--- src/verilog/rv_isa_pkg.sv ---
package rv_isa_pkg;

  // register index into the 32-entry integer file
  typedef logic [4:0] reg_idx_t;

  localparam reg_idx_t zero_reg = 5'd0;

  // major opcodes of the base integer set
  localparam logic [6:0] op_load   = 7'b0000011;
  localparam logic [6:0] op_store  = 7'b0100011;
  localparam logic [6:0] op_immari = 7'b0010011;
  localparam logic [6:0] op_regari = 7'b0110011;
  localparam logic [6:0] op_branch = 7'b1100011;
  localparam logic [6:0] op_jal    = 7'b1101111;
  localparam logic [6:0] op_jalr   = 7'b1100111;
  localparam logic [6:0] op_lui    = 7'b0110111;
  localparam logic [6:0] op_auipc  = 7'b0010111;

  // register-register layout, also the view used for rd
  typedef struct packed {
    logic [6:0] funct7;
    reg_idx_t   rs2;
    reg_idx_t   rs1;
    logic [2:0] funct3;
    reg_idx_t   rd;
    logic [6:0] opcode;
  } r_fmt_t;

  // store layout, rd bits hold the low immediate here
  typedef struct packed {
    logic [6:0] imm_hi;
    reg_idx_t   rs2;
    reg_idx_t   rs1;
    logic [2:0] funct3;
    logic [4:0] imm_lo;
    logic [6:0] opcode;
  } s_fmt_t;

  typedef union packed {
    r_fmt_t r_fmt;
    s_fmt_t s_fmt;
  } instr_u;

endpackage

--- src/verilog/pipe_ctrl_pkg.sv ---
package pipe_ctrl_pkg;

  // decode-stage instruction summary
  typedef struct packed {
    rv_isa_pkg::reg_idx_t rs1;
    rv_isa_pkg::reg_idx_t rs2;
    // zero_reg when nothing is written back
    rv_isa_pkg::reg_idx_t rd;
    logic                 reg1_fwd_ok;
    logic                 reg2_fwd_ok;
    // rs2 carries the store data
    logic                 store_data;
    logic                 is_load;
    logic                 is_branch;
    logic                 is_jal;
    logic                 is_jalr;
    logic                 is_store;
  } instr_class_t;

  // destination record carried down stages 3 and 4
  typedef struct packed {
    rv_isa_pkg::reg_idx_t rd;
    logic                 is_load;
  } stage_dest_t;

  // forwarding selects toward the datapath muxes
  typedef struct packed {
    // stage 3 alu result into decode operands
    logic alu_reg1;
    logic alu_reg2;
    // stage 4 memory or writeback data into decode operands
    logic dm_reg1;
    logic dm_reg2;
    // load data into the store operand, one cycle late
    logic dm_alu;
  } fwd_sel_t;

  // next pc select
  typedef logic [1:0] pc_sel_t;

  localparam pc_sel_t pc_plus4 = 2'd0;
  localparam pc_sel_t pc_hold  = 2'd1;
  localparam pc_sel_t pc_jump  = 2'd2;
  localparam pc_sel_t pc_jalr  = 2'd3;

  // empty stage record used for squashed slots
  localparam stage_dest_t bubble_dest = '{rd: rv_isa_pkg::zero_reg, is_load: 1'b0};

endpackage

--- src/verilog/instr_classify.sv ---
`timescale 1ns/10ps

module instr_classify (
  input  rv_isa_pkg::instr_u          id_instr,
  output pipe_ctrl_pkg::instr_class_t cls
);

  logic [6:0] opcode;
  logic       is_immari;
  logic       is_regari;
  logic       writes_rd;

  assign opcode    = id_instr.r_fmt.opcode;
  assign is_immari = opcode == rv_isa_pkg::op_immari;
  assign is_regari = opcode == rv_isa_pkg::op_regari;

  // every format that carries a real rd field
  assign writes_rd = opcode == rv_isa_pkg::op_load  || is_immari || is_regari ||
                     opcode == rv_isa_pkg::op_jal   || opcode == rv_isa_pkg::op_jalr ||
                     opcode == rv_isa_pkg::op_lui   || opcode == rv_isa_pkg::op_auipc;

  always_comb begin
    cls.is_load   = opcode == rv_isa_pkg::op_load;
    cls.is_store  = opcode == rv_isa_pkg::op_store;
    cls.is_branch = opcode == rv_isa_pkg::op_branch;
    cls.is_jal    = opcode == rv_isa_pkg::op_jal;
    cls.is_jalr   = opcode == rv_isa_pkg::op_jalr;

    // source fields sit at the same bits in every format
    cls.rs1 = id_instr.r_fmt.rs1;
    cls.rs2 = id_instr.r_fmt.rs2;

    cls.rd = writes_rd ? id_instr.r_fmt.rd : rv_isa_pkg::zero_reg;

    // which source fields are really read as registers
    cls.reg1_fwd_ok = cls.is_load || cls.is_store || is_immari || is_regari ||
                      cls.is_branch || cls.is_jalr;
    cls.reg2_fwd_ok = cls.is_load || is_regari || cls.is_branch;
    cls.store_data  = cls.is_store;
  end

endmodule

--- src/verilog/dest_tracker.sv ---
`timescale 1ns/10ps

module dest_tracker (
  input  logic                         clk,
  input  logic                         rst_n,
  input  pipe_ctrl_pkg::instr_class_t  cls,
  input  logic                         stall,
  input  logic                         insert_nop,
  output pipe_ctrl_pkg::stage_dest_t   st3,
  output pipe_ctrl_pkg::stage_dest_t   st4
);

  pipe_ctrl_pkg::stage_dest_t dec_dest;
  logic                       squash;

  // record of the instruction leaving decode
  assign dec_dest.rd      = cls.rd;
  assign dec_dest.is_load = cls.is_load;

  // held or flushed decode slot enters execute as an empty record
  assign squash = stall || insert_nop;

  // stage 3 register
  always_ff @(posedge clk or negedge rst_n) begin
    if (!rst_n) begin
      st3 <= pipe_ctrl_pkg::bubble_dest;
    end else if (squash) begin
      st3 <= pipe_ctrl_pkg::bubble_dest;
    end else begin
      st3 <= dec_dest;
    end
  end

  // stage 4 just follows stage 3
  always_ff @(posedge clk or negedge rst_n) begin
    if (!rst_n) begin
      st4 <= pipe_ctrl_pkg::bubble_dest;
    end else begin
      st4 <= st3;
    end
  end

endmodule

--- src/verilog/hazard_detect.sv ---
`timescale 1ns/10ps

module hazard_detect (
  input  logic                         clk,
  input  logic                         rst_n,
  input  pipe_ctrl_pkg::instr_class_t  cls,
  input  pipe_ctrl_pkg::stage_dest_t   st3,
  input  pipe_ctrl_pkg::stage_dest_t   st4,
  output logic                         stall,
  output pipe_ctrl_pkg::fwd_sel_t      fwd
);

  logic st3_valid;
  logic st4_valid;
  logic st3_rs1_hit;
  logic st3_rs2_hit;
  logic st4_rs1_hit;
  logic st4_rs2_hit;
  logic load_rs1_use;
  logic load_rs2_use;
  logic dm_alu_next;
  logic dm_alu_q;

  // register zero is never a real producer
  assign st3_valid = st3.rd != rv_isa_pkg::zero_reg;
  assign st4_valid = st4.rd != rv_isa_pkg::zero_reg;

  assign st3_rs1_hit = st3_valid && st3.rd == cls.rs1;
  assign st3_rs2_hit = st3_valid && st3.rd == cls.rs2;
  assign st4_rs1_hit = st4_valid && st4.rd == cls.rs1;
  assign st4_rs2_hit = st4_valid && st4.rd == cls.rs2;

  // load result not ready until stage 4
  // rs1 is read by load, jalr, immari, store, branch and regari
  assign load_rs1_use = cls.reg1_fwd_ok && st3_rs1_hit;
  // rs2 only matters for branch and regari here, a store rs2 is forwarded late
  assign load_rs2_use = cls.reg2_fwd_ok && !cls.is_load && st3_rs2_hit;

  assign stall = st3.is_load && (load_rs1_use || load_rs2_use);

  // stage 3 is always an alu result, jumps never produce into decode
  assign fwd.alu_reg1 = st3_rs1_hit && cls.reg1_fwd_ok;
  assign fwd.alu_reg2 = st3_rs2_hit && cls.reg2_fwd_ok;

  // the younger alu value overrides stage 4
  assign fwd.dm_reg1 = st4_rs1_hit && cls.reg1_fwd_ok && !fwd.alu_reg1;
  // store data can take stage 4 too, covers write-x-store spacing
  assign fwd.dm_reg2 = st4_rs2_hit && (cls.reg2_fwd_ok || cls.store_data) &&
                       !fwd.alu_reg2;

  // store rs2 produced by the instruction right ahead of it
  assign dm_alu_next = st3_rs2_hit && cls.store_data;

  // the store is in stage 3 when the data arrives from stage 4
  always_ff @(posedge clk or negedge rst_n) begin
    if (!rst_n) begin
      dm_alu_q <= 1'b0;
    end else begin
      dm_alu_q <= dm_alu_next;
    end
  end

  assign fwd.dm_alu = dm_alu_q;

endmodule

--- src/verilog/flow_control.sv ---
`timescale 1ns/10ps

module flow_control (
  input  logic                         clk,
  input  logic                         rst_n,
  input  pipe_ctrl_pkg::instr_class_t  cls,
  input  logic                         branch_taken,
  input  logic                         stall,
  output pipe_ctrl_pkg::pc_sel_t       next_pc_sel,
  output logic                         insert_nop
);

  logic prev_jalr;
  logic jump;

  // jalr target is known one cycle after decode
  always_ff @(posedge clk or negedge rst_n) begin
    if (!rst_n) begin
      prev_jalr <= 1'b0;
    end else begin
      prev_jalr <= cls.is_jalr;
    end
  end

  assign jump = (branch_taken && cls.is_branch) || cls.is_jal;

  always_comb begin
    if (prev_jalr) begin
      next_pc_sel = pipe_ctrl_pkg::pc_jalr;
    end else if (jump) begin
      next_pc_sel = pipe_ctrl_pkg::pc_jump;
    end else if (stall || cls.is_jalr) begin
      next_pc_sel = pipe_ctrl_pkg::pc_hold;
    end else begin
      next_pc_sel = pipe_ctrl_pkg::pc_plus4;
    end
  end

  // flush the wrong-path slot on any redirect
  assign insert_nop = cls.is_jalr || prev_jalr || jump;

endmodule

--- src/verilog/pipe_ctrl_top.sv ---
`timescale 1ns/10ps

module pipe_ctrl_top (
  input  logic                      clk,
  input  logic                      rst_n,
  input  rv_isa_pkg::instr_u        id_instr,
  input  logic                      branch_taken,
  output logic                      stall,
  output pipe_ctrl_pkg::fwd_sel_t   fwd,
  output pipe_ctrl_pkg::pc_sel_t    next_pc_sel,
  output logic                      insert_nop
);

  pipe_ctrl_pkg::instr_class_t cls;
  pipe_ctrl_pkg::stage_dest_t  st3;
  pipe_ctrl_pkg::stage_dest_t  st4;

  // decode view of the incoming word
  instr_classify i_instr_classify (
    .id_instr (id_instr),
    .cls      (cls)
  );

  // stage 3 and 4 destinations
  dest_tracker i_dest_tracker (
    .clk        (clk),
    .rst_n      (rst_n),
    .cls        (cls),
    .stall      (stall),
    .insert_nop (insert_nop),
    .st3        (st3),
    .st4        (st4)
  );

  hazard_detect i_hazard_detect (
    .clk   (clk),
    .rst_n (rst_n),
    .cls   (cls),
    .st3   (st3),
    .st4   (st4),
    .stall (stall),
    .fwd   (fwd)
  );

  // pc select and flush
  flow_control i_flow_control (
    .clk          (clk),
    .rst_n        (rst_n),
    .cls          (cls),
    .branch_taken (branch_taken),
    .stall        (stall),
    .next_pc_sel  (next_pc_sel),
    .insert_nop   (insert_nop)
  );

endmodule

--- config.mk ---
export PLATFORM = sky130hd
export DESIGN_NAME = pipe_ctrl_top
export DESIGN_NICKNAME = d
export VERILOG_FILES = /design/src/verilog/rv_isa_pkg.sv /design/src/verilog/pipe_ctrl_pkg.sv /design/src/verilog/instr_classify.sv /design/src/verilog/dest_tracker.sv /design/src/verilog/hazard_detect.sv /design/src/verilog/flow_control.sv /design/src/verilog/pipe_ctrl_top.sv
export SDC_FILE = /design/constraint.sdc
export NUM_CORES = 1
export LEC_CHECK = 0
export ABC_AREA = 1
export BUFFER_PORTS_ARGS = -buffer_cell sky130_fd_sc_hd__buf_2
export CORE_MARGIN = 2
export CORE_UTILIZATION = 41
export CTS_CLUSTER_SIZE = 30
export DETAILED_ROUTE_END_ITERATION = 8
export GPL_TIMING_DRIVEN = 0
export PLACE_DENSITY = 0.74
export SETUP_SLACK_MARGIN = 0.5
export SYNTH_ARGS = -nofsm -noshare
export SYNTH_HDL_FRONTEND = slang
export SYNTH_SLANG_ARGS = --single-unit
--- constraint.sdc ---
create_clock -name clk -period 1.4 [get_ports clk]
set_clock_uncertainty 0.1 [all_clocks]
set_input_delay 0.07 -clock clk [delete_from_list [all_inputs] [get_ports clk]]
set_output_delay 0.07 -clock clk [all_outputs]
set_load 0.005 [all_outputs]
# Word-level counts from Yosys, hierarchy flattened
# Cells that the tools add are included.
[classes]
n_eq_ne = 13
reduce_logical = 40
mux = 5
[ops]
columns = ["operator", "count"]
rows = [
  ["$eq 7x6->1 const B", 3],
  ["$eq 7x7->1 const B", 3],
  ["$eq 5x5->1", 4],
  ["$logic_or 1x1->1", 20],
  ["$logic_and 1x1->1", 15],
  ["$eq 7x5->1 const B", 2],
  ["$reduce_bool 5->1", 2],
  ["$eq 7x2->1 const B", 1],
  ["$mux 6", 1],
  ["$mux 5", 1],
  ["$mux 2", 2],
  ["$logic_not 1->1", 3],
  ["$mux 1", 1],
]
[totals]
register_bits = 13
wordCells = 63
out_inout_bits = 9
in_bits = 35

# Longest topological paths before layout
# Gate-level depths: netlist (run 1).
[depth]
ltp_word = 13
mapped_depth = 12
ltp_nobuf = 12

# Modules after synthesis
# A second synthesis (run 1) with hierarchy kept.
[hier_totals]
hier_cells = 188
hier_area_um2 = 1212.4
[modules_own_cells]
columns = ["module", "cells_per_inst", "instances", "area_per_inst_um2"]
rows = [
  ["hazard_detect", 88, 1, 459.2],
  ["dest_tracker", 27, 1, 379.1],
  ["instr_classify", 61, 1, 300.3],
  ["flow_control", 12, 1, 73.8],
]

# Worst setup path after synthesis (run 1)
# Ideal clock, no wire load.
[synth_path]
kind = "reg-to-reg"
from = "reg, netlist name i_dest_tracker.st3[4]"
to = "reg, netlist name i_dest_tracker.st3[0]"
stages_incl_launch_ff = 11
period_less_slack_ns = 1.303
t_required_ns = 1.183
arrival_ns = 1.085
path_slack_ns = 0.097
cell_sequence = "dfrtp_1 > inv_1 > nand2_1 > nand2_1 > nand3_1 > nor2_1 > nand2_1 > nand2_1 > nand2_1 > nand2_2 > nor2_1"
[synth_between]
elab_chain_len = 7
elab_cells_between_ends = 11
[synth_lines]
columns = ["element", "line_no", "source"]
rows = [
  ["$eq 5x5->1, or another cell as far along", "hazard_detect.sv:28", "assign st3_rs1_hit = st3_valid && st3.rd == cls.rs1;"],
  ["$logic_and 1x1->1 (on tied branches)", "hazard_detect.sv:28, hazard_detect.sv:29", ""],
  ["$logic_and 1x1->1 (on tied branches)", "hazard_detect.sv:35, hazard_detect.sv:37", ""],
  ["$logic_or 1x1->1 *", "hazard_detect.sv:39", "assign stall = st3.is_load && (load_rs1_use || load_rs2_use);"],
  ["$logic_and 1x1->1 *", "hazard_detect.sv:39", ""],
  ["$logic_or 1x1->1 *", "dest_tracker.sv:21", "assign squash = stall || insert_nop;"],
  ["$mux 6 *", "dest_tracker.sv:27", "end else if (squash) begin"],
]
# Every way passes the cells marked *; elsewhere a longest branch is shown, timed or not.

# Worst setup path in the final report (run 1)
[layout_path]
from = "reg, netlist name i_dest_tracker.st3[1]"
to = "out stall"
[layout_between]
elab_chain_len = 5
elab_cells_between_ends = 9
[layout_lines]
columns = ["element", "line_no", "source"]
rows = [
  ["$eq 5x5->1, or another cell as far along", "hazard_detect.sv:28", ""],
  ["$logic_and 1x1->1 (on tied branches)", "hazard_detect.sv:28, hazard_detect.sv:29", ""],
  ["$logic_and 1x1->1 (on tied branches)", "hazard_detect.sv:35, hazard_detect.sv:37", ""],
  ["$logic_or 1x1->1 *", "hazard_detect.sv:39", ""],
  ["$logic_and 1x1->1 *", "hazard_detect.sv:39", ""],
  ["end, declared", "pipe_ctrl_top.sv:8", "output logic stall,"],
]
# Marks and branches as above.

==> metrics.yaml, run 1 <==
floorplanning:
  fp.dieH_um: 52.7
  initial_core_util_pct: 43.5
  core_um2: 2230
  ios: 44
  die_w_um: 52.7
  die-area_um2: 2770
  num_rows: 17
timing:
  period_minus_slack_ns: 1.84
  final.setup.tns_ns: -4.07
  relSlewSlack_pct: 80.5
  finalHoldViolCount: 1
  max_slew.worst_pin.slew_ns: 0.292
  grt_setup_unrepaired: "true"
  hold-worst-slack_ns: -0.0122
  period_share_pct: 131
  setup_ws_ns: -0.439
  max_freq_ghz: 0.544
  drv_slew: 0
  finalSetupViolCount: 13
cts:
  clock_sinks: 13
  cts_tree: "done"
  clk_pin_slew_ns: 0.08
  ctsLongestPathBuffers: 2
  ctsHoldBuffers: 6
  htree_levels: 1
  insertion_delay_ns: 0.27
  cts_buffers: 3
  cts_root_buffer: "clkbuf_4"
cells_and_area:
  stdcell_count: 230
  post-route-util_pct: 68.1
  nets: 238
  antenna_cells: 0
  area_delta_synth_final_pct: 56.6
  final_area_um2: 1520
  layout-drive-gt1-share_pct: 44.6
logic_synthesis:
  synth_nets: 179
  ys_seq_area_share_pct: 33.5
  netlist_area_um2: 971
  synthCells: 144
  synth.most_common_cell: "nand2_1"
  avgSynthCellArea_um2: 6.74
  yosysUniqueCellTypes: 21
  synth.mux.area_fraction_pct: 0
  synth_common_cells: "44 x nand2_1, 21 x nor2_1, 19 x inv_1"
  synthAdderAreaFrac_pct: 0
  synth_area_leaders: "dfrtp_1 34%, nand2_1 17%, nor2_1 8.1%, inv_1 7.3%, xnor2_1 7.2%"
  synth_top_cell_area_share_pct: 33.5
  ys_ff_latch: 13
  synth_edf_count: 0
  synth_flop_cell: "dfrtp_1"
  synth_top_family_by_area: "simple AND/OR/NAND/NOR gates"
  yosys.area_share.simple_pct: 39.9
  yosys.area.top_type: "dfrtp_1"
  synth_compound_area_share_pct: 2.84
  async_flop_share_pct: 100
  synth_xor_area_share_pct: 14.4
  ys_warn_count: 0
global_routing:
  grt_usage_pct: 21.6
  grt_max_degree: 14
  antenna_found_initial: 0
  grt_pass1_wl_mm: 4.33
  gr-total-overflow: 0
  first_global_vias: 1032
routing:
  wirelength_mm: 2.85
  drc: 0
  dr_wl_met3_um: 132
  routed.top_layer: "met4"
  via_per_inst: 4.87
  routed_wire_length_per_instance_um: 12.4
  drt-met1-wl_mm: 1.09
  ant_nets: 0
  first_pass_iters: 4
  num_vias: 1119
  drt_iter0_markers: 31
  wl_met2_mm: 1.57
flow_run:
  max_cap_violations: 0
outcome:
  status: "complete, but fails checks"
  violations: "negative hold slack, negative setup slack"
critical_path:
  cp-end-kind: "output port"
  start_kind: "register"
  worstPathRequired_ns: 1.23
  worst-setup-path-type: "register to output port"
  worstPathMaxFanout: 5
  arrival_ns: 1.67
  reg2reg_depth: 11
power_and_ir_drop:
  ir_drop_v: 0.000552
  p_leak_nw: 0.829
  p_per_area_nw_per_um2: 535
placement:
  gp_congestion: 0.832
  dp_hpwl_mm: 1.87
  place_inst: 205
  detailed_place.area_um2: 1180
  port_buffers: 33
hold_path:
  hold_path.class: "input port to register"
  worstHoldPathCells: 4
## final cells by class
type | instances | area, um2
Buffer | 2 | 18.8
Clock buffer | 4 | 26.3
Fill cell | 178 | 713
Inverter | 20 | 80.1
Multi-Input combinational cell | 109 | 651
Sequential cell | 13 | 329
Tap cell | 28 | 35.0
Timing Repair Buffer | 54 | 380
## kinds of logic after synthesis
group | after synthesis
buffers and inverters | 22
AND/OR/NAND/NOR | 88
XOR/XNOR | 16
AO/OA/AOI/OAI | 5
flip-flops | 13
## metal layers
layer  track usage [%]  vias to the layer above
met4              11.1                        0
met2              40.4                       47
li1                  -                      554
met5                 0                        -
met3             0.857                        6
met1              24.3                      512
## placed cells by master, fill, tap and decap left out, types with 2 or more instances in the layout
| cell type | synthesis | layout |
|---|---|---|
| nand2_1 | 44 | 39 |
| buf_2 | 0 | 28 |
| nor2_1 | 21 | 17 |
| buf_4 | 2 | 14 |
| inv_1 | 19 | 10 |
| dfrtp_1 | 13 | 10 |
| inv_2 | 1 | 9 |
| nand3_1 | 8 | 8 |
| xor2_1 | 8 | 8 |
| buf_6 | 0 | 7 |
| xnor2_1 | 8 | 6 |
| dlygate4sd3_1 | 0 | 6 |
| nand2_2 | 4 | 5 |
| nor2_2 | 1 | 4 |
| nand2_4 | 0 | 3 |
| nor2_4 | 2 | 3 |
| nor3_1 | 4 | 3 |
| clkbuf_4 | 0 | 3 |
| dfrtp_2 | 0 | 3 |
| a21oi_1 | 2 | 2 |
| xnor2_2 | 0 | 2 |
## registers in the layout, indices dropped and copies added, names as in the netlist
signal                    cells
i_hazard_detect.dm_alu_q      1
i_dest_tracker.st3            6
i_dest_tracker.st4            5
i_flow_control.prev_jalr      1
## timing repair
action	4_1_cts	5_1_grt
buffers inserted	11	4
pin swaps	13	5
setup endpoints to repair	16	16
cloned	0	0
gates resized for setup	23	20
hold endpoints to repair	19	1
## power breakdown
| part | internal [mW] | leakage (nW) | switching [mW] | total (mW) |
|---|---|---|---|---|
| registers | 0.381 | 0.176 | 0.00892 | 0.390 |
| clock network | 0.110 | 0.0150 | 0.116 | 0.226 |
| logic | 0.0960 | 0.638 | 0.100 | 0.196 |
## critical path: stages, from the launching register on
cell      delay (ns)
dfrtp_2         0.46
nand2_2         0.08
nand2_1         0.05
nor2_1          0.12
nand2_1         0.10
nor2_2          0.11
nand2_1         0.07
inv_2           0.06
nand2_2         0.05
a21boi_2        0.16
buf_2           0.13
## per-stage QoR
stage	setup slack, ns	total power, mW	hold WS [ns]
6_report	-0.439	0.813	-0.0122
5_1_grt	-0.553	0.860	-0.0146
4_1_cts	-0.425	0.795	-0.00303
3_5_place_dp	-0.205	0.539	-0.134
3_3_place_gp	-0.108	0.532	-0.140
2_1_floorplan	0.112	0.470	-0.326
## final timing paths
kind / from / to / slack, ns
worst max register to register: i_dest_tracker.st3[1]$_DFF_PN0_ / i_hazard_detect.dm_alu_q$_DFF_PN0_ / -0.40
worst min register to register: i_dest_tracker.st3[2]$_DFF_PN0_ / i_dest_tracker.st4[2]$_DFF_PN0_ / 0.37
max in group asynchronous: rst_n / i_dest_tracker.st3[1]$_DFF_PN0_ / 0.83
worst min-delay path: id_instr[4] / i_hazard_detect.dm_alu_q$_DFF_PN0_ / -0.01
worst max-delay path: i_dest_tracker.st3[1]$_DFF_PN0_ / stall / -0.44
min in group asynchronous: rst_n / i_dest_tracker.st4[3]$_DFF_PN0_ / 0.12
(Power assumes the default switching activity.)
==> run 2: changes to the inputs <==
==> constraint.sdc (replaced) <==
create_clock -name clk -period 1.4 [get_ports clk]
set_clock_uncertainty 0.1 [all_clocks]
set_input_delay 0.28 -clock clk [delete_from_list [all_inputs] [get_ports clk]]
set_output_delay 0.28 -clock clk [all_outputs]
set_load 0.005 [all_outputs]
==> metrics.yaml, run 2 (synthesized netlist as in run 1, its figures left out) <==
outcome:
  status: "complete, but fails checks"  # unchanged
  violations: "negative setup slack"  # was negative hold slack, negative setup slack
routing:
  first_pass_iters: 4  # unchanged
  drc: 0  # unchanged
  drt_iter0_markers: 23  # was 31
  num_vias: 1133  # was 1119
  routed_wire_length_per_instance_um: 13.0  # was 12.4 um
  ant_nets: 0  # unchanged
  via_per_inst: 4.95  # was 4.87
  wirelength_mm: 2.97  # was 2.85 mm
hold_path:
  min_from: "id_instr[7]"  # was id_instr[4]
  hold_path.class: "input port to register"  # unchanged
critical_path:
  r2r-start: "i_dest_tracker.st3[2]$_DFF_PN0_"  # was i_dest_tracker.st3[1]$_DFF_PN0_
  worstPathRequired_ns: 1.02  # was 1.23 ns
  worstPathMaxFanout: 5  # unchanged
  worst-setup-path-type: "register to output port"  # unchanged
  crit_path_end: "stall"  # unchanged
  start_kind: "register"  # unchanged
  arrival_ns: 1.66  # was 1.67 ns
  r2r_end: "i_hazard_detect.dm_alu_q$_DFF_PN0_"  # unchanged
  startpoint: "i_dest_tracker.st3[2]$_DFF_PN0_"  # was i_dest_tracker.st3[1]$_DFF_PN0_
  cp-end-kind: "output port"  # unchanged
  r2r_slack_ns: -0.63  # was -0.40 ns
  reg2reg_depth: 13  # was 11
cells_and_area:
  area_delta_synth_final_pct: 54.5  # was 56.6%
  stdcell_count: 229  # was 230
  reg.largest.list: "i_dest_tracker.st3 (6), i_dest_tracker.st4 (5)"  # unchanged
  largest_reg_flops: 6  # unchanged
  nets: 237  # was 238
  final_common_cell: "nand2_1"  # unchanged
  layout_common_cells: "35 x nand2_1, 28 x buf_2, 20 x buf_4"  # was 39 x nand2_1, 28 x buf_2, 17 x nor2_1
  final_area_um2: 1500  # was 1520 um2
  post-route-util_pct: 67.2  # was 68.1%
  antenna_cells: 0  # unchanged
  layout-drive-gt1-share_pct: 47.8  # was 44.6%
  top_register: "i_dest_tracker.st3"  # unchanged
global_routing:
  antenna_found_initial: 0  # unchanged
  first_global_vias: 1115  # was 1032
  grt_usage_pct: 22.9  # was 21.6%
  grt_max_degree: 14  # unchanged
  gr-total-overflow: 0  # unchanged
  grt_pass1_wl_mm: 4.61  # was 4.33 mm
floorplanning:
  die-area_um2: 2770  # unchanged
  num_rows: 17  # unchanged
  initial_core_util_pct: 43.5  # unchanged
  ios: 44  # unchanged
  die_w_um: 52.7  # unchanged
  core_um2: 2230  # unchanged
  fp.dieH_um: 52.7  # unchanged
cts:
  cts_buffers: 3  # unchanged
  clk_pin_slew_ns: 0.08  # about the same
  ctsLongestPathBuffers: 2  # unchanged
  cts_root_buffer: "clkbuf_4"  # unchanged
  insertion_delay_ns: 0.27  # about the same
  clock_sinks: 13  # unchanged
  cts_tree: "done"  # unchanged
  htree_levels: 1  # unchanged
timing:
  final.setup.tns_ns: -6.31  # was -4.07 ns
  grt_setup_unrepaired: "true"  # unchanged
  period_minus_slack_ns: 2.04  # was 1.84 ns
  relSlewSlack_pct: 79.8  # was 80.5%
  drv_slew: 0  # unchanged
  setup_ws_ns: -0.637  # was -0.439 ns
  hold-worst-slack_ns: 0.115  # was -0.0122 ns
  period_share_pct: 145  # was 131%
  max_freq_ghz: 0.491  # was 0.544 GHz
  finalSetupViolCount: 15  # was 13
  max_slew.worst_pin.slew_ns: 0.300  # was 0.292 ns
  finalHoldViolCount: 0  # was 1
power_and_ir_drop:
  switching_share_pct: 28.7  # was 27.7%
  pwr-share-seq_pct: 47.4  # was 48.0%
  p_comb_share_pct: 24.9  # was 24.2%
  pwr-share-clk_pct: 27.7  # was 27.9%
  p_sw_uw: 235  # was 225 uW
  ir_drop_v: 0.000516  # was 0.000552 V
  p_per_area_nw_per_um2: 548  # was 535 nW/um2
  p_leak_nw: 0.800  # was 0.829 nW
  p_int_uw: 586  # was 587 uW
placement:
  port_buffers: 33  # unchanged
  place_inst: 205  # unchanged
  gp_congestion: 0.846  # was 0.832
  detailed_place.area_um2: 1210  # was 1180 um2
  dp_hpwl_mm: 1.95  # was 1.87 mm
flow_run:
  max_cap_violations: 0  # unchanged
[run 2: worst min path at each step]
stage | to | slack (ns) | cells after the start
after global placement | i_dest_tracker.st4[5]$_DFF_PN0_ | 0.07 | 1
after CTS | i_dest_tracker.st3[1]$_DFF_PN0_ | 0.12 | 3
after floorplan | i_dest_tracker.st3[0]$_DFF_PN0_ | -0.12 | 0
after global routing | i_dest_tracker.st3[1]$_DFF_PN0_ | 0.12 | 3
final | i_dest_tracker.st3[1]$_DFF_PN0_ | 0.12 | 3
after detailed placement | i_dest_tracker.st4[5]$_DFF_PN0_ | 0.08 | 1
[run 2: layout make-up]
type,instances,area (um2)
buffer,2,18.8
clock buffer,4,26.3
fill,182,733
inverter,20,92.6
multi-input combinational,109,642
sequential,13,328
tap,28,35.0
timing repair buffer,53,358
[run 2: timing repair]
action,4_1_cts,5_1_grt
gates resized for setup,17,16
pin swaps,7,12
hold endpoints to repair,13,0
hold buffers,1,0
setup endpoints to repair,16,16
buffers inserted,18,1
[run 2: stage by stage]
step	worst slack [ns]	power, mW
final	-0.637	0.822
after floorplan	-0.0714	0.477
after global placement	-0.374	0.546
after CTS	-0.651	0.808
after detailed placement	-0.413	0.553
after global routing	-0.746	0.868
[run 2: critical path, cell delays in order, from the launching register on]
cell      delay [ns]
dfrtp_2         0.45
inv_2           0.05
nand2_2         0.07
nand2_2         0.07
nor2_4          0.11
nand2_2         0.09
nor2_4          0.12
nand2_2         0.05
inv_2           0.06
nand2_1         0.05
a21boi_1        0.14
buf_2           0.13
[run 2: power by group through the flow]
stage	Combinational (mW)	Clock, mW	Sequential (mW)
5_1_grt	0.224	0.254	0.390
3_3_place_gp	0.150	0	0.395
2_1_floorplan	0.0830	0	0.394
3_5_place_dp	0.157	0	0.396
4_1_cts	0.188	0.231	0.389
6_report	0.205	0.228	0.389
[run 2: metal layers]
| metal | share of wire [%] | GRT usage (%) |
|---|---|---|
| met4 | 3.6 | 12.8 |
| met3 | 6.1 | 3.43 |
| met2 | 54 | 41.9 |
| met1 | 36 | 24.6 |
| met5 | 0 | 0 |
